## src/hdl/rv_id_consts.svh

```systemverilog
// shared widths and register numbers for the decode stage, `include wherever a width is needed
`ifndef RV_ID_CONSTS_SVH
`define RV_ID_CONSTS_SVH

// data and address width
`define XLEN 32

// register number width
`define REG_ADDR_W 5

// instruction word width
`define INST_W 32

// x0, hardwired zero
`define ZERO_REG {`REG_ADDR_W{1'b0}}

`endif

```

## src/hdl/rv_isa_pkg.sv

```systemverilog
// RV32I encoding types, imported by the decoder and the testbench to name opcodes and funct3 codes
package rv_isa_pkg;

    // major opcodes, bits [6:0]
    typedef enum logic [6:0] {
        OPC_LUI      = 7'b0110111,
        OPC_AUIPC    = 7'b0010111,
        OPC_JAL      = 7'b1101111,
        OPC_JALR     = 7'b1100111,
        OPC_BRANCH   = 7'b1100011,
        OPC_LOAD     = 7'b0000011,
        OPC_STORE    = 7'b0100011,
        OPC_OP_IMM   = 7'b0010011,
        OPC_OP       = 7'b0110011,
        OPC_MISC_MEM = 7'b0001111,  // fence, not decoded
        OPC_SYSTEM   = 7'b1110011   // csr, not decoded
    } opcode_e;

    // branch
    localparam logic [2:0] F3_BEQ  = 3'b000;
    localparam logic [2:0] F3_BNE  = 3'b001;
    localparam logic [2:0] F3_BLT  = 3'b100;
    localparam logic [2:0] F3_BGE  = 3'b101;
    localparam logic [2:0] F3_BLTU = 3'b110;
    localparam logic [2:0] F3_BGEU = 3'b111;

    // load
    localparam logic [2:0] F3_LB  = 3'b000;
    localparam logic [2:0] F3_LH  = 3'b001;
    localparam logic [2:0] F3_LW  = 3'b010;
    localparam logic [2:0] F3_LBU = 3'b100;
    localparam logic [2:0] F3_LHU = 3'b101;

    // store
    localparam logic [2:0] F3_SB = 3'b000;
    localparam logic [2:0] F3_SH = 3'b001;
    localparam logic [2:0] F3_SW = 3'b010;

    // immediate alu
    localparam logic [2:0] F3_ADDI  = 3'b000;
    localparam logic [2:0] F3_SLLI  = 3'b001;
    localparam logic [2:0] F3_SLTI  = 3'b010;
    localparam logic [2:0] F3_SLTIU = 3'b011;
    localparam logic [2:0] F3_XORI  = 3'b100;
    localparam logic [2:0] F3_SRI   = 3'b101;  // srli and srai
    localparam logic [2:0] F3_ORI   = 3'b110;
    localparam logic [2:0] F3_ANDI  = 3'b111;

    // register alu
    localparam logic [2:0] F3_ADD  = 3'b000;   // add and sub
    localparam logic [2:0] F3_SLL  = 3'b001;
    localparam logic [2:0] F3_SLT  = 3'b010;
    localparam logic [2:0] F3_SLTU = 3'b011;
    localparam logic [2:0] F3_XOR  = 3'b100;
    localparam logic [2:0] F3_SRL  = 3'b101;   // srl and sra
    localparam logic [2:0] F3_OR   = 3'b110;
    localparam logic [2:0] F3_AND  = 3'b111;

endpackage

```

## src/hdl/rv_exec_pkg.sv

```systemverilog
// execute-side control types shared by decode, the pipeline register and the checker
package rv_exec_pkg;

    // operation handed to execute
    typedef enum logic [4:0] {
        OP_NONE,
        OP_ADD,
        OP_SUB,
        OP_SLT,
        OP_SLTU,
        OP_XOR,
        OP_OR,
        OP_AND,
        OP_SLL,
        OP_SRL,
        OP_SRA,
        OP_LUI,
        OP_JAL,
        OP_JALR,
        OP_BEQ,
        OP_BNE,
        OP_BLT,
        OP_BGE,
        OP_BLTU,
        OP_BGEU,
        OP_LB,
        OP_LH,
        OP_LW,
        OP_LBU,
        OP_LHU,
        OP_SB,
        OP_SH,
        OP_SW
    } aluop_e;

    // result class, picks the execute result mux
    typedef enum logic [2:0] {
        RES_NONE,
        RES_LOGIC,
        RES_SHIFT,
        RES_ARITH,
        RES_COMPARE,
        RES_BRANCH,
        RES_LOAD,
        RES_STORE
    } alusel_e;

    // data only available after mem
    function automatic logic is_load(aluop_e op);
        return op inside {OP_LB, OP_LH, OP_LW, OP_LBU, OP_LHU};
    endfunction

endpackage

```

## src/hdl/inst_decoder.sv

```systemverilog
// combinational RV32I decoder, turns one instruction into register reads, immediates and controls
`timescale 1ns/1ps

`include "rv_id_consts.svh"

module inst_decoder import rv_isa_pkg::*; import rv_exec_pkg::*; (
    input  logic [`XLEN-1:0]       pc_i,
    input  logic [`INST_W-1:0]     inst_i,
    output logic                   reg1_read_o,
    output logic                   reg2_read_o,
    output logic [`REG_ADDR_W-1:0] reg1_addr_o,
    output logic [`REG_ADDR_W-1:0] reg2_addr_o,
    output logic [`XLEN-1:0]       imm1_o,
    output logic [`XLEN-1:0]       imm2_o,
    output aluop_e                 aluop_o,
    output alusel_e                alusel_o,
    output logic                   wreg_o,
    output logic [`REG_ADDR_W-1:0] wreg_addr_o,
    output logic                   inst_valid_o
);

    opcode_e                opcode;
    logic [`REG_ADDR_W-1:0] rd;
    logic [2:0]             funct3;
    logic [`REG_ADDR_W-1:0] rs1;
    logic [`REG_ADDR_W-1:0] rs2;
    logic [`XLEN-1:0]       imm_u;
    logic [`XLEN-1:0]       imm_i;
    logic [`XLEN-1:0]       imm_sh;

    assign opcode = opcode_e'(inst_i[6:0]);
    assign rd     = inst_i[11:7];
    assign funct3 = inst_i[14:12];
    assign rs1    = inst_i[19:15];
    assign rs2    = inst_i[24:20];

    assign imm_u  = {inst_i[31:12], 12'b0};
    assign imm_i  = {{(`XLEN-12){inst_i[31]}}, inst_i[31:20]};
    assign imm_sh = {{(`XLEN-5){1'b0}}, inst_i[24:20]};  // shamt

    // result class of an alu-type op
    function automatic alusel_e alu_class(aluop_e op);
        case (op)
            OP_ADD, OP_SUB:         return RES_ARITH;
            OP_SLT, OP_SLTU:        return RES_COMPARE;
            OP_SLL, OP_SRL, OP_SRA: return RES_SHIFT;
            default:                return RES_LOGIC;
        endcase
    endfunction

    always_comb begin
        aluop_o      = OP_NONE;
        alusel_o     = RES_NONE;
        wreg_o       = 1'b0;
        wreg_addr_o  = rd;
        reg1_read_o  = 1'b0;
        reg2_read_o  = 1'b0;
        reg1_addr_o  = rs1;
        reg2_addr_o  = rs2;
        imm1_o       = '0;
        imm2_o       = '0;
        inst_valid_o = 1'b0;

        case (opcode)
            OPC_LUI: begin
                aluop_o      = OP_LUI;
                alusel_o     = RES_SHIFT;
                wreg_o       = 1'b1;
                imm2_o       = imm_u;
                inst_valid_o = 1'b1;
            end
            OPC_AUIPC: begin
                aluop_o      = OP_ADD;
                alusel_o     = RES_ARITH;
                wreg_o       = 1'b1;
                imm1_o       = pc_i;
                imm2_o       = imm_u;
                inst_valid_o = 1'b1;
            end
            OPC_JAL: begin
                aluop_o      = OP_JAL;
                alusel_o     = RES_BRANCH;
                wreg_o       = 1'b1;
                inst_valid_o = 1'b1;
            end
            OPC_JALR: begin
                aluop_o      = OP_JALR;
                alusel_o     = RES_BRANCH;
                wreg_o       = 1'b1;
                reg1_read_o  = 1'b1;
                inst_valid_o = 1'b1;
            end
            OPC_BRANCH: begin
                case (funct3)
                    F3_BEQ:  aluop_o = OP_BEQ;
                    F3_BNE:  aluop_o = OP_BNE;
                    F3_BLT:  aluop_o = OP_BLT;
                    F3_BGE:  aluop_o = OP_BGE;
                    F3_BLTU: aluop_o = OP_BLTU;
                    F3_BGEU: aluop_o = OP_BGEU;
                    default: aluop_o = OP_NONE;
                endcase
                if (aluop_o != OP_NONE) begin
                    reg1_read_o  = 1'b1;
                    reg2_read_o  = 1'b1;
                    inst_valid_o = 1'b1;
                end
            end
            OPC_LOAD: begin
                case (funct3)
                    F3_LB:   aluop_o = OP_LB;
                    F3_LH:   aluop_o = OP_LH;
                    F3_LW:   aluop_o = OP_LW;
                    F3_LBU:  aluop_o = OP_LBU;
                    F3_LHU:  aluop_o = OP_LHU;
                    default: aluop_o = OP_NONE;
                endcase
                if (aluop_o != OP_NONE) begin
                    alusel_o     = RES_LOAD;
                    wreg_o       = 1'b1;
                    reg1_read_o  = 1'b1;  // base address
                    inst_valid_o = 1'b1;
                end
            end
            OPC_STORE: begin
                case (funct3)
                    F3_SB:   aluop_o = OP_SB;
                    F3_SH:   aluop_o = OP_SH;
                    F3_SW:   aluop_o = OP_SW;
                    default: aluop_o = OP_NONE;
                endcase
                if (aluop_o != OP_NONE) begin
                    alusel_o     = RES_STORE;
                    reg1_read_o  = 1'b1;
                    reg2_read_o  = 1'b1;  // store data
                    inst_valid_o = 1'b1;
                end
            end
            OPC_OP_IMM: begin
                case (funct3)
                    F3_ADDI:  aluop_o = OP_ADD;
                    F3_SLTI:  aluop_o = OP_SLT;
                    F3_SLTIU: aluop_o = OP_SLTU;
                    F3_XORI:  aluop_o = OP_XOR;
                    F3_ORI:   aluop_o = OP_OR;
                    F3_ANDI:  aluop_o = OP_AND;
                    F3_SLLI:  aluop_o = OP_SLL;
                    default:  aluop_o = inst_i[30] ? OP_SRA : OP_SRL;
                endcase
                alusel_o     = alu_class(aluop_o);
                wreg_o       = 1'b1;
                reg1_read_o  = 1'b1;
                imm2_o       = (alusel_o == RES_SHIFT) ? imm_sh : imm_i;
                inst_valid_o = 1'b1;
            end
            OPC_OP: begin
                if (!inst_i[25]) begin  // bit 25 set is the m-extension
                    case (funct3)
                        F3_ADD:  aluop_o = inst_i[30] ? OP_SUB : OP_ADD;
                        F3_SLL:  aluop_o = OP_SLL;
                        F3_SLT:  aluop_o = OP_SLT;
                        F3_SLTU: aluop_o = OP_SLTU;
                        F3_XOR:  aluop_o = OP_XOR;
                        F3_SRL:  aluop_o = inst_i[30] ? OP_SRA : OP_SRL;
                        F3_OR:   aluop_o = OP_OR;
                        default: aluop_o = OP_AND;
                    endcase
                    alusel_o     = alu_class(aluop_o);
                    wreg_o       = 1'b1;
                    reg1_read_o  = 1'b1;
                    reg2_read_o  = 1'b1;
                    inst_valid_o = 1'b1;
                end
            end
            default: begin
                inst_valid_o = 1'b0;  // fence, system and unknown opcodes
            end
        endcase
    end

endmodule

```

## src/hdl/operand_select.sv

```systemverilog
// picks one source operand with execute/memory forwarding and flags a load-use hazard
`timescale 1ns/1ps

`include "rv_id_consts.svh"

module operand_select import rv_exec_pkg::*; (
    input  logic                   read_i,
    input  logic [`REG_ADDR_W-1:0] addr_i,
    input  logic [`XLEN-1:0]       imm_i,
    input  logic [`XLEN-1:0]       reg_data_i,
    input  logic                   ex_wreg_i,
    input  logic [`REG_ADDR_W-1:0] ex_wreg_addr_i,
    input  logic [`XLEN-1:0]       ex_wreg_data_i,
    input  aluop_e                 ex_aluop_i,
    input  logic                   mem_wreg_i,
    input  logic [`REG_ADDR_W-1:0] mem_wreg_addr_i,
    input  logic [`XLEN-1:0]       mem_wreg_data_i,
    output logic [`XLEN-1:0]       operand_o,
    output logic                   stall_o
);

    logic ex_hit;
    logic mem_hit;

    assign ex_hit  = (ex_wreg_addr_i == addr_i);
    assign mem_hit = mem_wreg_i && (mem_wreg_addr_i == addr_i);

    always_comb begin
        stall_o = 1'b0;
        if (!read_i) begin
            operand_o = imm_i;
        end else if (addr_i == `ZERO_REG) begin
            operand_o = '0;
        end else if (is_load(ex_aluop_i) && ex_hit) begin
            // load result not ready until mem, hold one cycle
            operand_o = '0;
            stall_o   = 1'b1;
        end else if (ex_wreg_i && ex_hit) begin
            operand_o = ex_wreg_data_i;  // youngest result wins
        end else if (mem_hit) begin
            operand_o = mem_wreg_data_i;
        end else begin
            operand_o = reg_data_i;
        end
    end

endmodule

```

## src/hdl/id_ex_reg.sv

```systemverilog
// decode-to-execute pipeline register, loads a bubble while decode is stalled
`timescale 1ns/1ps

`include "rv_id_consts.svh"

module id_ex_reg import rv_exec_pkg::*; (
    input  logic                   clk,
    input  logic                   reset_i,
    input  logic                   stall_i,
    input  logic [`XLEN-1:0]       pc_i,
    input  logic [`INST_W-1:0]     inst_i,
    input  aluop_e                 aluop_i,
    input  alusel_e                alusel_i,
    input  logic [`XLEN-1:0]       operand1_i,
    input  logic [`XLEN-1:0]       operand2_i,
    input  logic                   wreg_i,
    input  logic [`REG_ADDR_W-1:0] wreg_addr_i,
    input  logic                   inst_valid_i,
    output logic [`XLEN-1:0]       ex_pc_o,
    output logic [`INST_W-1:0]     ex_inst_o,
    output aluop_e                 ex_aluop_o,
    output alusel_e                ex_alusel_o,
    output logic [`XLEN-1:0]       ex_operand1_o,
    output logic [`XLEN-1:0]       ex_operand2_o,
    output logic                   ex_wreg_o,
    output logic [`REG_ADDR_W-1:0] ex_wreg_addr_o,
    output logic                   ex_inst_valid_o
);

    always_ff @(posedge clk) begin
        if (reset_i || stall_i) begin  // stall pushes a nop into execute
            ex_pc_o         <= '0;
            ex_inst_o       <= '0;
            ex_aluop_o      <= OP_NONE;
            ex_alusel_o     <= RES_NONE;
            ex_operand1_o   <= '0;
            ex_operand2_o   <= '0;
            ex_wreg_o       <= 1'b0;
            ex_wreg_addr_o  <= `ZERO_REG;
            ex_inst_valid_o <= 1'b0;
        end else begin
            ex_pc_o         <= pc_i;
            ex_inst_o       <= inst_i;
            ex_aluop_o      <= aluop_i;
            ex_alusel_o     <= alusel_i;
            ex_operand1_o   <= operand1_i;
            ex_operand2_o   <= operand2_i;
            ex_wreg_o       <= wreg_i;
            ex_wreg_addr_o  <= wreg_addr_i;
            ex_inst_valid_o <= inst_valid_i;
        end
    end

endmodule

```

## src/hdl/rv_id_top.sv

```systemverilog
// decode stage top, connects decoder, both operand selectors and the id/ex register
`timescale 1ns/1ps

`include "rv_id_consts.svh"

module rv_id_top import rv_exec_pkg::*; (
    input  logic                   clk,
    input  logic                   reset_i,
    input  logic [`XLEN-1:0]       pc_i,
    input  logic [`INST_W-1:0]     inst_i,
    input  logic [`XLEN-1:0]       reg1_data_i,
    input  logic [`XLEN-1:0]       reg2_data_i,
    input  logic                   ex_wreg_i,
    input  logic [`REG_ADDR_W-1:0] ex_wreg_addr_i,
    input  logic [`XLEN-1:0]       ex_wreg_data_i,
    input  aluop_e                 ex_aluop_i,
    input  logic                   mem_wreg_i,
    input  logic [`REG_ADDR_W-1:0] mem_wreg_addr_i,
    input  logic [`XLEN-1:0]       mem_wreg_data_i,
    output logic                   reg1_read_o,
    output logic                   reg2_read_o,
    output logic [`REG_ADDR_W-1:0] reg1_addr_o,
    output logic [`REG_ADDR_W-1:0] reg2_addr_o,
    output logic                   stall_o,
    output logic [`XLEN-1:0]       ex_pc_o,
    output logic [`INST_W-1:0]     ex_inst_o,
    output aluop_e                 ex_aluop_o,
    output alusel_e                ex_alusel_o,
    output logic [`XLEN-1:0]       ex_operand1_o,
    output logic [`XLEN-1:0]       ex_operand2_o,
    output logic                   ex_wreg_o,
    output logic [`REG_ADDR_W-1:0] ex_wreg_addr_o,
    output logic                   ex_inst_valid_o
);

    logic [`XLEN-1:0]       imm1;
    logic [`XLEN-1:0]       imm2;
    aluop_e                 aluop;
    alusel_e                alusel;
    logic                   wreg;
    logic [`REG_ADDR_W-1:0] wreg_addr;
    logic                   inst_valid;
    logic [`XLEN-1:0]       operand1;
    logic [`XLEN-1:0]       operand2;
    logic                   stall1;
    logic                   stall2;

    inst_decoder inst_decoder_i (
        .pc_i         (pc_i),
        .inst_i       (inst_i),
        .reg1_read_o  (reg1_read_o),
        .reg2_read_o  (reg2_read_o),
        .reg1_addr_o  (reg1_addr_o),
        .reg2_addr_o  (reg2_addr_o),
        .imm1_o       (imm1),
        .imm2_o       (imm2),
        .aluop_o      (aluop),
        .alusel_o     (alusel),
        .wreg_o       (wreg),
        .wreg_addr_o  (wreg_addr),
        .inst_valid_o (inst_valid)
    );

    operand_select sel1 (
        .read_i          (reg1_read_o),
        .addr_i          (reg1_addr_o),
        .imm_i           (imm1),
        .reg_data_i      (reg1_data_i),
        .ex_wreg_i       (ex_wreg_i),
        .ex_wreg_addr_i  (ex_wreg_addr_i),
        .ex_wreg_data_i  (ex_wreg_data_i),
        .ex_aluop_i      (ex_aluop_i),
        .mem_wreg_i      (mem_wreg_i),
        .mem_wreg_addr_i (mem_wreg_addr_i),
        .mem_wreg_data_i (mem_wreg_data_i),
        .operand_o       (operand1),
        .stall_o         (stall1)
    );

    operand_select sel2 (
        .read_i          (reg2_read_o),
        .addr_i          (reg2_addr_o),
        .imm_i           (imm2),
        .reg_data_i      (reg2_data_i),
        .ex_wreg_i       (ex_wreg_i),
        .ex_wreg_addr_i  (ex_wreg_addr_i),
        .ex_wreg_data_i  (ex_wreg_data_i),
        .ex_aluop_i      (ex_aluop_i),
        .mem_wreg_i      (mem_wreg_i),
        .mem_wreg_addr_i (mem_wreg_addr_i),
        .mem_wreg_data_i (mem_wreg_data_i),
        .operand_o       (operand2),
        .stall_o         (stall2)
    );

    // either source can hold the pipe
    assign stall_o = stall1 | stall2;

    id_ex_reg id_ex_reg_i (
        .clk             (clk),
        .reset_i         (reset_i),
        .stall_i         (stall_o),
        .pc_i            (pc_i),
        .inst_i          (inst_i),
        .aluop_i         (aluop),
        .alusel_i        (alusel),
        .operand1_i      (operand1),
        .operand2_i      (operand2),
        .wreg_i          (wreg),
        .wreg_addr_i     (wreg_addr),
        .inst_valid_i    (inst_valid),
        .ex_pc_o         (ex_pc_o),
        .ex_inst_o       (ex_inst_o),
        .ex_aluop_o      (ex_aluop_o),
        .ex_alusel_o     (ex_alusel_o),
        .ex_operand1_o   (ex_operand1_o),
        .ex_operand2_o   (ex_operand2_o),
        .ex_wreg_o       (ex_wreg_o),
        .ex_wreg_addr_o  (ex_wreg_addr_o),
        .ex_inst_valid_o (ex_inst_valid_o)
    );

endmodule

```

## config.mk

```make
export PLATFORM = sky130hd
export DESIGN_NAME = rv_id_top
export DESIGN_NICKNAME = d
export VERILOG_FILES = /design/src/hdl/rv_isa_pkg.sv /design/src/hdl/rv_exec_pkg.sv /design/src/hdl/inst_decoder.sv /design/src/hdl/operand_select.sv /design/src/hdl/id_ex_reg.sv /design/src/hdl/rv_id_top.sv
export VERILOG_INCLUDE_DIRS = /design/src /design/src/hdl
export SDC_FILE = /design/constraint.sdc
export NUM_CORES = 1
export LEC_CHECK = 0
export ABC_AREA = 1
export BUFFER_PORTS_ARGS = -buffer_cell sky130_fd_sc_hd__buf_2
export CORE_ASPECT_RATIO = 1.2
export CORE_MARGIN = 4
export CORE_UTILIZATION = 35
export DETAILED_ROUTE_END_ITERATION = 8
export GPL_ROUTABILITY_DRIVEN = 0
export PLACE_DENSITY = 0.65
export SETUP_SLACK_MARGIN = 0.3
export SLEW_MARGIN = 20
export SYNTH_ARGS = -nofsm -noshare
export SYNTH_HDL_FRONTEND = slang
export SYNTH_HIERARCHICAL = 1
export SYNTH_SLANG_ARGS = --single-unit
export TNS_END_PERCENT = 5
```

## constraint.sdc

```tcl
create_clock -name clk -period 2.72 [get_ports clk]
set_input_delay 0.136 -clock clk [delete_from_list [all_inputs] [get_ports clk]]
set_output_delay 0.136 -clock clk [all_outputs]
set_load 0.02 [all_outputs]
```

-- Yosys cells after proc, flatten, opt, wreduce, memory -nomap -nowiden
Index checks and enable logic that the tools add are counted.
W data, S select, Z words.
- output and inout port bits: 156
- word-level logic and storage cells: 123
- bits in registers: 143
- input bits: 211
- bitwise operators: 1
- eq/ne operators: 40
- multiplexer cells: 49
- reduce and logical (&&, ||, !) cells: 24
- operator list (operator ; number):
    $mux W32 ; 12
    $pmux W5 S7 ; 2
    $pmux W32 S2 ; 1
    $pmux W5 S9 ; 1
    $mux W5 ; 7
    $eq A5 B4 Y1 const B ; 6
    $pmux W5 S6 ; 1
    $eq A5 B5 Y1 const B ; 5
    $pmux W5 S5 ; 1
    $eq A7 B6 Y1 const B ; 3
    $eq A7 B7 Y1 const B ; 3
    $pmux W3 S7 ; 1
    $eq A5 B2 Y1 const B ; 4
    $eq A5 B5 Y1 ; 4
    $reduce_bool A5 Y1 ; 4
    $pmux W3 S3 ; 2
    $pmux W5 S3 ; 1
    $eq A7 B5 Y1 const B ; 2
    $reduce_or A2 Y1 ; 7
    $eq A3 B3 Y1 const B ; 4
    $mux W3 ; 4
    $eq A5 B1 Y1 const B ; 2
    $eq A5 B3 Y1 const B ; 2
    $logic_not A5 Y1 ; 2
    13 further kinds ; 33

-- Depth between registers and ports, before layout
Gate-level depths: netlist (run 1).
- word-level depth: 11
- gate-level depth with buffers: 17
- mapped depth without buffers: 15

-- By module
Netlist (run 1), hierarchy kept.
- modules (own cells, without submodules) (module ; area each (µm²) ; times used ; seq. area each (µm²) ; cells each):
    id_ex_reg ; 4103.9 ; 1 ; 2862.7 ; 447
    operand_select ; 1734.2 ; 2 ; 0.0 ; 349
    inst_decoder ; 1432.6 ; 1 ; 0.0 ; 260
    rv_id_top ; 11.3 ; 1 ; 0.0 ; 3

-- Worst setup path before layout (run 1)
No wires, ideal clock.
- kind: input to register
- start point: input port inst_i[1]
- end point: register id_ex_reg_i.ex_inst_o[20]
- data required time: 2.609 ns
- cell stages on the path: 15
- arrival time: 2.098 ns
- setup slack: 0.511 ns
- path through: nand2_1 inv_2 nand2_2 nor2_2 inv_1 o211ai_1 o31ai_1 nor3_1 inv_1 nand2_1 inv_2 nand2_2 buf_6 buf_8 nor2_2
- RTL lines (item ; line ; source):
    from (decl) ; rv_id_top.sv:10 ; input logic [`INST_W-1:0] inst_i,
    $eq A7 B6 Y1, or another cell as far along ; - ;
    $pmux W1 S3 (*) ; inst_decoder.sv:64 ; case (opcode)
    net reg2_read_o ; rv_id_top.sv:21 ; output logic reg2_read_o,
    $mux W1 (*) ; operand_select.sv:30 ; if (!read_i) begin
    net stall2 ; rv_id_top.sv:46 ; logic stall2;
    $or A1 B1 Y1 (*) ; rv_id_top.sv:97 ; assign stall_o = stall1 | stall2;
    net stall_o ; rv_id_top.sv:24 ; output logic stall_o,
    $logic_or A1 B1 Y1 (*) ; id_ex_reg.sv:31 ; if (reset_i || stall_i) begin
    to (signal assigned) ; id_ex_reg.sv:43 ; ex_inst_o <= inst_i;
    to (decl) ; id_ex_reg.sv:20 ; output logic [`INST_W-1:0] ex_inst_o,
The timed path passes the listed nets; every way through them passes the cells marked *.
A chain may end at the register's enable or synchronous reset.

-- Worst setup path in the final report (run 1)
- start point: input port inst_i[14]
- end point: output port stall_o
- word-level cells in the longest chain between the ends: 8
- RTL lines (item ; line ; source):
    $eq A3 B3 Y1, or another cell as far along ; inst_decoder.sv:94 ; case (funct3)
    $pmux W5 S6, or another cell as far along ; inst_decoder.sv:94 ;
    $mux W5 ; inst_decoder.sv:64 ;
    $reduce_bool A5 Y1 (on tied branches) ; inst_decoder.sv:103, inst_decoder.sv:118, inst_decoder.sv:132 ;
    $mux W1 (on tied branches) ; inst_decoder.sv:103, inst_decoder.sv:118, inst_decoder.sv:132 ;
    $pmux W1 S5 (*) ; inst_decoder.sv:64 ;
    $mux W1 (*) ; operand_select.sv:30 ;
    net stall1 ; rv_id_top.sv:45 ; logic stall1;
    $or A1 B1 Y1 (*) ; rv_id_top.sv:97 ;
    to (decl) ; rv_id_top.sv:24 ;
The timed path passes the listed nets; every way through them passes the cells marked *. The select of a mux whose other input is x is not followed.

==> results of run 1 <==
[cell usage after synthesis, drive strengths merged]
cell    count
nor2      219
xnor2       2
nand3     158
o211ai      4
buf        96
a21o        2
a21boi      2
o21ai      18
clkbuf      6
nor3       11
a21oi       6
o31ai       2
nand2     299
dfxtp     143
nand4     131
inv       309
[where the power goes]
group	internal (mW)	switching, mW
Clock	1.21	1.09
Sequential	2.16	0.0156
Combinational	0.382	0.708
[layout make-up]
cell class | count | share of cell area, %
Multi-Input combinational cell | 855 | 35.9
Sequential cell | 143 | 23.9
Timing Repair Buffer | 447 | 22.0
Inverter | 309 | 9.82
Clock buffer | 17 | 3.56
Tap cell | 330 | 3.45
Clock inverter | 15 | 1.15
Antenna cell | 9 | 0.188
[registers in the layout (all words and copies together) (netlist names)]
signal,flops
id_ex_reg_i/ex_aluop_o,5
id_ex_reg_i/ex_alusel_o,3
id_ex_reg_i/ex_inst_o,32
id_ex_reg_i/ex_inst_valid_o,1
id_ex_reg_i/ex_operand1_o,32
id_ex_reg_i/ex_operand2_o,32
id_ex_reg_i/ex_pc_o,32
id_ex_reg_i/ex_wreg_addr_o,5
id_ex_reg_i/ex_wreg_o,1
[logic make-up (layout without fill, tap and decap cells)]
| family | count (synthesis) | count (layout) | share of synthesized area (%) |
|---|---|---|---|
| and+or+nand+nor | 818 | 819 | 44.0 |
| buffers and inverters | 411 | 788 | 21.3 |
| DFF | 143 | 143 | 31.8 |
| AOI/OAI and AO/OA | 34 | 34 | 2.75 |
| xor gates and xnor gates | 2 | 2 | 0.194 |
| other | 0 | 9 | 0 |
[layer usage]
| metal | up-vias | GRT usage (%) | wire length (µm) |
|---|---|---|---|
| li1 | 5064 | - | - |
| met1 | 4674 | 29.3 | 14200 |
| met2 | 531 | 42.7 | 17700 |
| met3 | 98 | 5.18 | 2890 |
| met4 | 0 | 12.6 | 1680 |
| met5 | - | 0 | 0 |
[metrics by stage]
| stage | util (%) | area, µm² | total power, mW | std cells | setup slack (ns) |
|---|---|---|---|---|---|
| 2_1_floorplan | - | 9020 | 2.85 | 1408 | 0.511 |
| 3_3_place_gp | 42.1 | 10700 | 3.21 | 2022 | 0.361 |
| 3_5_place_dp | 42.1 | 10700 | 3.22 | 2022 | 0.278 |
| 4_1_cts | 46.7 | 11900 | 5.59 | 2114 | 0.314 |
| 5_1_grt | 46.9 | 12000 | 5.80 | 2123 | 0.289 |
| 6_report | 47.0 | 12000 | 5.57 | 2125 | 0.389 |
[placed cells by master (no fill, tap or decap), types with 3 or more instances in the layout]
cell type / count
nor2_2: 53
o21ai_2: 14
nor3_2: 5
o21ai_0: 3
buf_4: 18
o211ai_1: 4
nor2_1: 157
dlygate4sd3_1: 60
nand4_1: 129
clkbuf_16: 17
buf_12: 3
dfxtp_1: 143
nand3_1: 146
nor3_1: 4
inv_1: 289
clkinvlp_4: 3
diode_2: 9
inv_6: 6
buf_2: 364
a21oi_1: 6
inv_2: 16
nand2_2: 12
nand2_1: 284
nand2_4: 3
inv_8: 5
nand3_2: 11
nor2_4: 8
[worst min path at each step]
stage / from / to / slack, ns / depth (start not counted)
CTS: inst_i[21] / id_ex_reg_i/ex_inst_o[21]$_SDFF_PP0_ / 0.01 / 3
detailed placement: inst_i[10] / id_ex_reg_i/ex_wreg_addr_o[3]$_SDFF_PP0_ / 0.37 / 3
floorplan: inst_i[0] / id_ex_reg_i/ex_inst_o[0]$_SDFF_PP0_ / 0.25 / 2
global placement: inst_i[10] / id_ex_reg_i/ex_wreg_addr_o[3]$_SDFF_PP0_ / 0.36 / 3
global route: inst_i[13] / id_ex_reg_i/ex_inst_o[13]$_SDFF_PP0_ / 0.03 / 3
finish: inst_i[21] / id_ex_reg_i/ex_inst_o[21]$_SDFF_PP0_ / 0.02 / 3
[repair_timing]
item                       CTS  global route
hold buffers                60             0
setup endpoints to repair    0           114
buffers inserted             0             1
hold endpoints to repair    65             0
gates resized for setup      0             8
==> impl_results.md, run 1 <==
- Critical Path, Cell by Cell: dlygate4sd3_1, clkbuf_4, inv_6, nand2_4, nand2_1, nand3_2, nand2_2, nor2_2, nand3_2, o31ai_1, nor3_1, inv_1, nand2_1, clkbuf_4
- Worst Hold Margin: 0.0247 ns
- Initial antenna violation count: 7
- CP Launch Type: input port
- FF+latch area: about 0.0029 mm²
- Buffers and inverters on the worst path: 5
- VDD IR max: 405 µV
- Crit path kind: input port to output pin
- Synth Instances: 1408
- Number of global-route vias before repair: 10400
- Slew @ Worst Pin: 0.893 ns
- Worst EP arrival: around 2.2 ns
- Max-cap viol count: 0
- Post-synth cell types: 33
- Top delay family on crit path: buffers and inverters
- Share of the synthesized area in the top cell type: 31.8%
- 1st-iter DRT viols: 821
- Clock transition at the registers of the reported paths: 0.07 ns
- Crit path depth: 14
- Ratio of cells with drive above 1 in the final layout: 31.0%
- Num CTS Buffers: 17
- Worst slew margin: 40.3%
- Final-report hold violation count: 0
- Post-synthesis cell area: 0.00902 mm²
- Final setup violation count: 0
- Worst hold path type: input port to register
- CTS root buf: clkbuf_16
- Die height: 184 µm
- Layout area overhead: 32.6%
- Port buffer count: 366
- First-pass GRT wire length: 55500 µm
- Crit end category: output pin
- Grt total ovfl: 0
- # DRC: 0
- Starting Density: 35.4%
- Fill count: 2641
- Die width: between 150 and 200 µm
- Pin count of the biggest net entering global routing: between 60 and 70
- Fmax: 0.429 GHz
- Setup TNS: 0 ns
- Critical Path Max Stage Delay: 0.53 ns
- CP endpoint: stall_o
- Status: finished clean
- Total GRT Usage: 24.9%
- Mapped Avg Cell Area: 6.40 µm²
- Crit path max fanout: 9
- Crit share post-route: 85.7%
- Area of the multi-input gates: 0.00429 mm²
- Die footprint: 0.0284 mm²
- Ports: 367
- Unrepaired setup endpoints after global routing: false
- Slowest CP cell: dlygate4sd3_1
- P_leak: 6.70 nW
- Pre-antenna DRT Iters: 6
- Ys Warns: 6
- Post-route ant nets: 0
- Routed vias: 10400
- CTS tree: yes
- Main area contributors after synthesis: dfxtp_1 32%, inv_1 12%, nand2_1 12%, nand4_1 9.0%, nand3_1 8.2%
- Detailed placement HPWL: 27100 µm
- Worst-case clock buffer depth: 2
- Placeable Area: 0.0255 mm²
- Clock tree sinks: roughly 140
- Post-synthesis cell type with the largest combined area: dfxtp_1
- Pwr Density: around 470 mW/mm²
- #FFs+latches synth: 143
- H-tree Lvls: 4
- Vias/cell: 4.88
- Final WL: between 30000 and 40000 µm
- Synthesized Nets: 1619
- Wire per inst: 17.2 µm
- Register area share after synthesis: a little under a third
- Max Slew Vio Count: 0
- NumNets Final: 1984
- Post-route minimum period: around 2.3 ns
- WP data required: roughly 2.6 ns
- Setup crit start: inst_i[14]
- Row cnt: 64
Power figures use the tool's default switching activity.
==> run 2, diff against run 1 <==
Settings changed: CORE_MARGIN 4 to unset, PLACE_DENSITY 0.65 to 0.67.
Clock period 2.72 ns to 2.1 ns, I/O delays scaled along.
==> run 2 against run 1 <==
Effect of this change:
- global-route usage is 1.1 points higher
- worst hold slack better by 0.012 ns
- via count is 0.56% lower
- first-iteration DRC count is 1.8% higher
- sequential share of layout area is 0.69 points lower
- die area is 7.0% lower
- sequential power is 30% higher
- setup slack better by 0.056 ns
- total power is 31% higher
- flip-flop and latch count stayed put
- wire length is 4.4% lower
- critical path type unchanged
- largest power group unchanged
==> impl_results.md, run 2 (same netlist as run 1, synthesis figures left out) <==
- WP data required: 2.00 ns
- Vias/cell: ~4.8
- Post-route ant nets: 0
- CTS root buf: clkbuf_16
- # DRC: 0
- NumNets Final: 2012
- Fmax: 0.604 GHz
- Hold depth: 4
- Pwr Density: 592 mW/mm²
- Commonest non-fill, non-tap cell in the layout: buf_2
- Status: finished clean
- Die height: 178 µm
- Clock transition at the registers of the reported paths: approximately 0.060 ns
- Crit path max fanout: 4
- Crit end category: output pin
- Detailed placement HPWL: 26600 µm
- Pre-antenna DRT Iters: 5
- Clock tree sinks: 143
- Setup TNS: 0 ns
- 1st-iter DRT viols: about 840
- Port buffer count: about 370
- Num CTS Buffers: 17
- Max Slew Vio Count: 0
- Layout area overhead: 36.5%
- H-tree Lvls: 4
- Crit path kind: input port to output pin
- Worst-case clock buffer depth: 2
- Placeable Area: 0.0254 mm²
- VDD IR max: 532 µV
- P_leak: roughly 7 nW
- Initial antenna violation count: 9
- Worst EP arrival: 1.55 ns
- Most frequent cells in the layout: 365 x buf_2, 287 x inv_1, 282 x nand2_1, 156 x nor2_1, 145 x nand3_1
- First-pass GRT wire length: 51900 µm
- Worst hold path type: input port to register
- Ports: 367
- Final WL: 34800 µm
- Routed vias: around 10000
- Row cnt: 64
- Unrepaired setup endpoints after global routing: false
- Slew @ Worst Pin: 0.681 ns
- Number of global-route vias before repair: 9612
- Pre-CTS WS: -0.181 ns
- Pin count of the biggest net entering global routing: 65
- Fin worst setup slack: roughly 0.44 ns
- CTS tree: yes
- Grt total ovfl: 0
- Max-cap viol count: 0
- Post-route minimum period: 1.66 ns
- Wire per inst: about 16 µm
- Worst Hold Margin: 0.0363 ns
- Die width: roughly 150 µm
- Final setup violation count: 0
- Starting Density: between 30% and 40%
- CP Launch Type: input port
- Post-layout util: between 40% and 50%
- Worst slew margin: 54.6%
- Design Power: 7.29 mW
- Crit share post-route: between 70% and 80%
- Final-report hold violation count: 0
- Ratio of cells with drive above 1 in the final layout: approximately a third
- Total GRT Usage: 26.0%
- Die footprint: between 0.02 and 0.03 mm²
run 2: changes by cell type in the layout (fill, tap and decap cells not counted), sizes merged:
cell and change:
buf +31, bufinv +1, clkinv +1, clkinvlp -1, diode -1, inv -3
nand2 -1
run 2: final cells by class:
| class | count | area [µm²] |
|---|---|---|
| clock buffers | 19 | 443 |
| multi-input cells | 854 | 4360 |
| fillers | 2614 | 13100 |
| well taps | 330 | 413 |
| clock inverters | 13 | 129 |
| inverters | 309 | 1170 |
| flip-flops and latches | 143 | 2860 |
| diodes | 8 | 20.0 |
| repair buffers | 476 | 2910 |
run 2: power breakdown:
part	switching, mW	internal (mW)	leakage [nW]
registers	0.0208	2.80	1.17
clock network	1.33	1.69	0.276
logic	0.924	0.537	5.43
total	2.27	5.02	6.88
run 2: final timing paths:
| check | from | endpoint | slack [ns] |
|---|---|---|---|
| max | inst_i[2] | stall_o | 0.44 |
| min | reset_i | id_ex_reg_i/ex_pc_o[7]$_SDFF_PP0_ | 0.04 |
run 2: critical path, stage by stage:
cell,delay [ns]
buf_2,0.12
nor2_4,0.11
nand2_4,0.09
nor2_4,0.15
inv_2,0.05
nor2_1,0.10
nor2_1,0.08
nand3_2,0.15
o31ai_4,0.11
nor3_2,0.17
inv_1,0.09
nand2_4,0.09
buf_6,0.12
run 2: metal layers:
| layer | share of wire [%] | up-vias | track usage, % | wire length [µm] |
|---|---|---|---|---|
| li1 | - | 5121 | - | - |
| met1 | 41 | 4666 | 30.9 | 14200 |
| met2 | 50 | 454 | 45.2 | 17400 |
| met3 | 6.3 | 66 | 3.96 | 2180 |
| met4 | 2.9 | 2 | 12.8 | 1030 |
| met5 | 0.037 | - | 0 | 13 |
run 2: repair_timing:
action	4_1_cts	5_1_grt
pin swaps	0	5
endpoints found under the hold margin	65	0
setup buffers	0	1
hold buffers	60	0
resized for setup	2	11
setup endpoints to repair	22	128
run 2: stage by stage:
| stage | std cells | cell area [µm²] |
|---|---|---|
| 3_3_place_gp | 2051 | 11100 |
| 4_1_cts | 2143 | 12200 |
| 6_report | 2152 | 12300 |
| 2_1_floorplan | 1408 | 9080 |
| 3_5_place_dp | 2051 | 11100 |
| 5_1_grt | 2152 | 12300 |
==> run 3, diff against run 2 <==
Clock period 2.1 ns to 1.51 ns, I/O delays scaled along.
==> run 3 against run 2 <==
Effect of this change:
- the run now ends with negative setup slack left
- wire length increased by 6.3%
- combinational power increased by 60%
- die area is the same
- critical endpoint is now id_ex_reg_i/ex_inst_o[31]$_SDFF_PP0_
- largest cell class unchanged
==> impl_results.md, run 3 (same netlist as run 1, synthesis figures left out) <==
- Status: complete, but fails checks
- Failing checks: negative setup slack
- Crit path kind: input port to register
- # DRC: 0
- Worst EP arrival: approximately 1.9 ns
- Die width: 149 µm
- Clock transition at the registers of the reported paths: 0.07 ns
- Fin worst setup slack: -0.0942 ns
- Critical Path Max Stage Delay: around 0.22 ns
- H-tree Lvls: 4
- Row cnt: 64
- Placeable Area: 0.0254 mm²
- Routed vias: 10700
- Max-cap viol count: 0
- Final WL: between 30000 and 40000 µm
- Die height: 178 µm
- Pre-antenna DRT Iters: 6
- Initial antenna violation count: 8
- VDD IR max: 719 µV
- Design Power: 10.5 mW
- CTS root buf: clkbuf_16
- Final instance area: around 0.013 mm²
- Critical Path, Cell by Cell: buf_6, nor2_4, nand2_8, nor2_4, inv_2, nor2_4, nor2_4, nand3_4, o31ai_4, nor3_2, inv_1, nand2_4, inv_4, nand2_8, buf_4, clkbuf_16, nor2_1
- Crit path top cell by count: nor2_4
- Layout area overhead: 47.4%
- Final setup violation count: 111
- Pin count of the biggest net entering global routing: 49
- Post-route ant nets: 0
- Worst hold path type: input port to register
- Vias/cell: 4.84
- Pwr Density: 790 mW/mm²
- Number of global-route vias before repair: 10000
- CP Launch Type: input port
- Detailed placement HPWL: around 27000 µm
- Worst-case clock buffer depth: 2
- Crit path depth: 17
- NumNets Final: roughly 2100
- Hold EP: id_ex_reg_i/ex_inst_o[12]$_SDFF_PP0_
- 1st-iter DRT viols: 815
- Most frequent cells in the layout: 360 x buf_2, 286 x inv_1, 282 x nand2_1, 152 x nor2_1, 144 x nand3_1
- Post-layout util: 52.4%
- CTS tree: yes
- WP data required: 1.84 ns
- Port buffer count: 366
- Worst slew margin: 80.6%
- Buffers and inverters on the worst path: 6
- Commonest non-fill, non-tap cell in the layout: buf_2
- Unrepaired setup endpoints after global routing: true
- Total GRT Usage: 26.3%
- Fmax: 0.623 GHz
- Crit share post-route: 106%
- Starting Density: 35.5%
- Num CTS Buffers: 17
- Hold depth: 4
- Top delay family on crit path: simple AND/OR/NAND/NOR gates
- Crit path max fanout: 17
- Worst Hold Margin: 0.0196 ns
- Max Slew Vio Count: 0
- Grt total ovfl: 0
- Ratio of cells with drive above 1 in the final layout: approximately 36%
- Post-DP Area: approximately 0.012 mm²
- P_leak: 7.36 nW
- Worst Min Path Start: inst_i[12]
- Clock tree sinks: roughly 140
- Post-route minimum period: 1.60 ns
- Die footprint: around 0.026 mm²
- Slew @ Worst Pin: 0.290 ns
- Wire per inst: between 15 and 20 µm
- Ports: between 300 and 400
- Crit end category: register
- Slowest CP cell: nor3_2
- Final-report hold violation count: 0
- First-pass GRT wire length: 52800 µm
- Fill count: 2453
## run 3: cell types whose count changed in the layout (fill, tap and decap cells not counted), moves of 3 or more
| cell | delta |
|---|---|
| buf_8 | +5 |
| nand3_2 | -3 |
| dlygate4sd3_1 | -10 |
| nor2_1 | -4 |
| inv_4 | +3 |
| clkbuf_16 | +5 |
| inv_2 | -4 |
| nand3_4 | +4 |
| buf_12 | +17 |
| buf_6 | +7 |
| buf_4 | +38 |
| buf_2 | -5 |
| buf_16 | +3 |
| nor2_4 | +4 |
## run 3: final cells by class
class,instances,area (µm²),share of cell area [%]
antenna,8,20.0,0.151
clock inverter,12,124,0.932
sequential,143,2860,21.5
inverter,309,1190,8.93
tap,330,413,3.11
timing repair buffer,536,3780,28.4
multi-input combinational,854,4450,33.5
clock buffer,20,457,3.44
## run 3: power by group
part / internal (mW) / switching [mW] / total, mW
Clock: 2.40 / 1.84 / 4.24
Sequential: 3.89 / 0.0292 / 3.92
Combinational: 0.969 / 1.37 / 2.33
## run 3: repair_timing
action | in CTS | in global routing
pin swaps | 4 | 10
hold buffers | 49 | 1
endpoints found under the setup margin | 146 | 146
resized for setup | 18 | 46
hold endpoints to repair | 54 | 1
gates cloned | 1 | 5
setup buffers | 2 | 12
## run 3: how the worst max path moves through the flow
stage	start	to	slack, ns
2_1_floorplan	inst_i[2]	id_ex_reg_i/ex_inst_o[21]$_SDFF_PP0_	-0.45
3_3_place_gp	inst_i[4]	id_ex_reg_i/ex_inst_o[0]$_SDFF_PP0_	-0.54
3_5_place_dp	inst_i[4]	id_ex_reg_i/ex_inst_o[5]$_SDFF_PP0_	-0.58
4_1_cts	inst_i[2]	stall_o	-0.02
5_1_grt	inst_i[2]	id_ex_reg_i/ex_operand1_o[14]$_SDFF_PP0_	-0.16
6_report	inst_i[2]	id_ex_reg_i/ex_inst_o[31]$_SDFF_PP0_	-0.09
## run 3: metal layers
layer  wire length (µm)  vias up  GRT usage, %
li1                   -     5244             -
met1              14700     4841          30.9
met2              18500      532          45.6
met3               2390       87          3.73
met4               1470        0          14.9
met5                  0        -             0
## run 3: metrics by stage
step / std cells / setup TNS [ns] / setup WS (ns)
after floorplan: 1408 / -55.95 / -0.451
final: 2212 / -6.50 / -0.0942
after detailed placement: 2102 / -78.88 / -0.580
after CTS: 2186 / -0.0190 / -0.0190
after global placement: 2102 / -73.17 / -0.536
after global routing: 2212 / -16.83 / -0.164
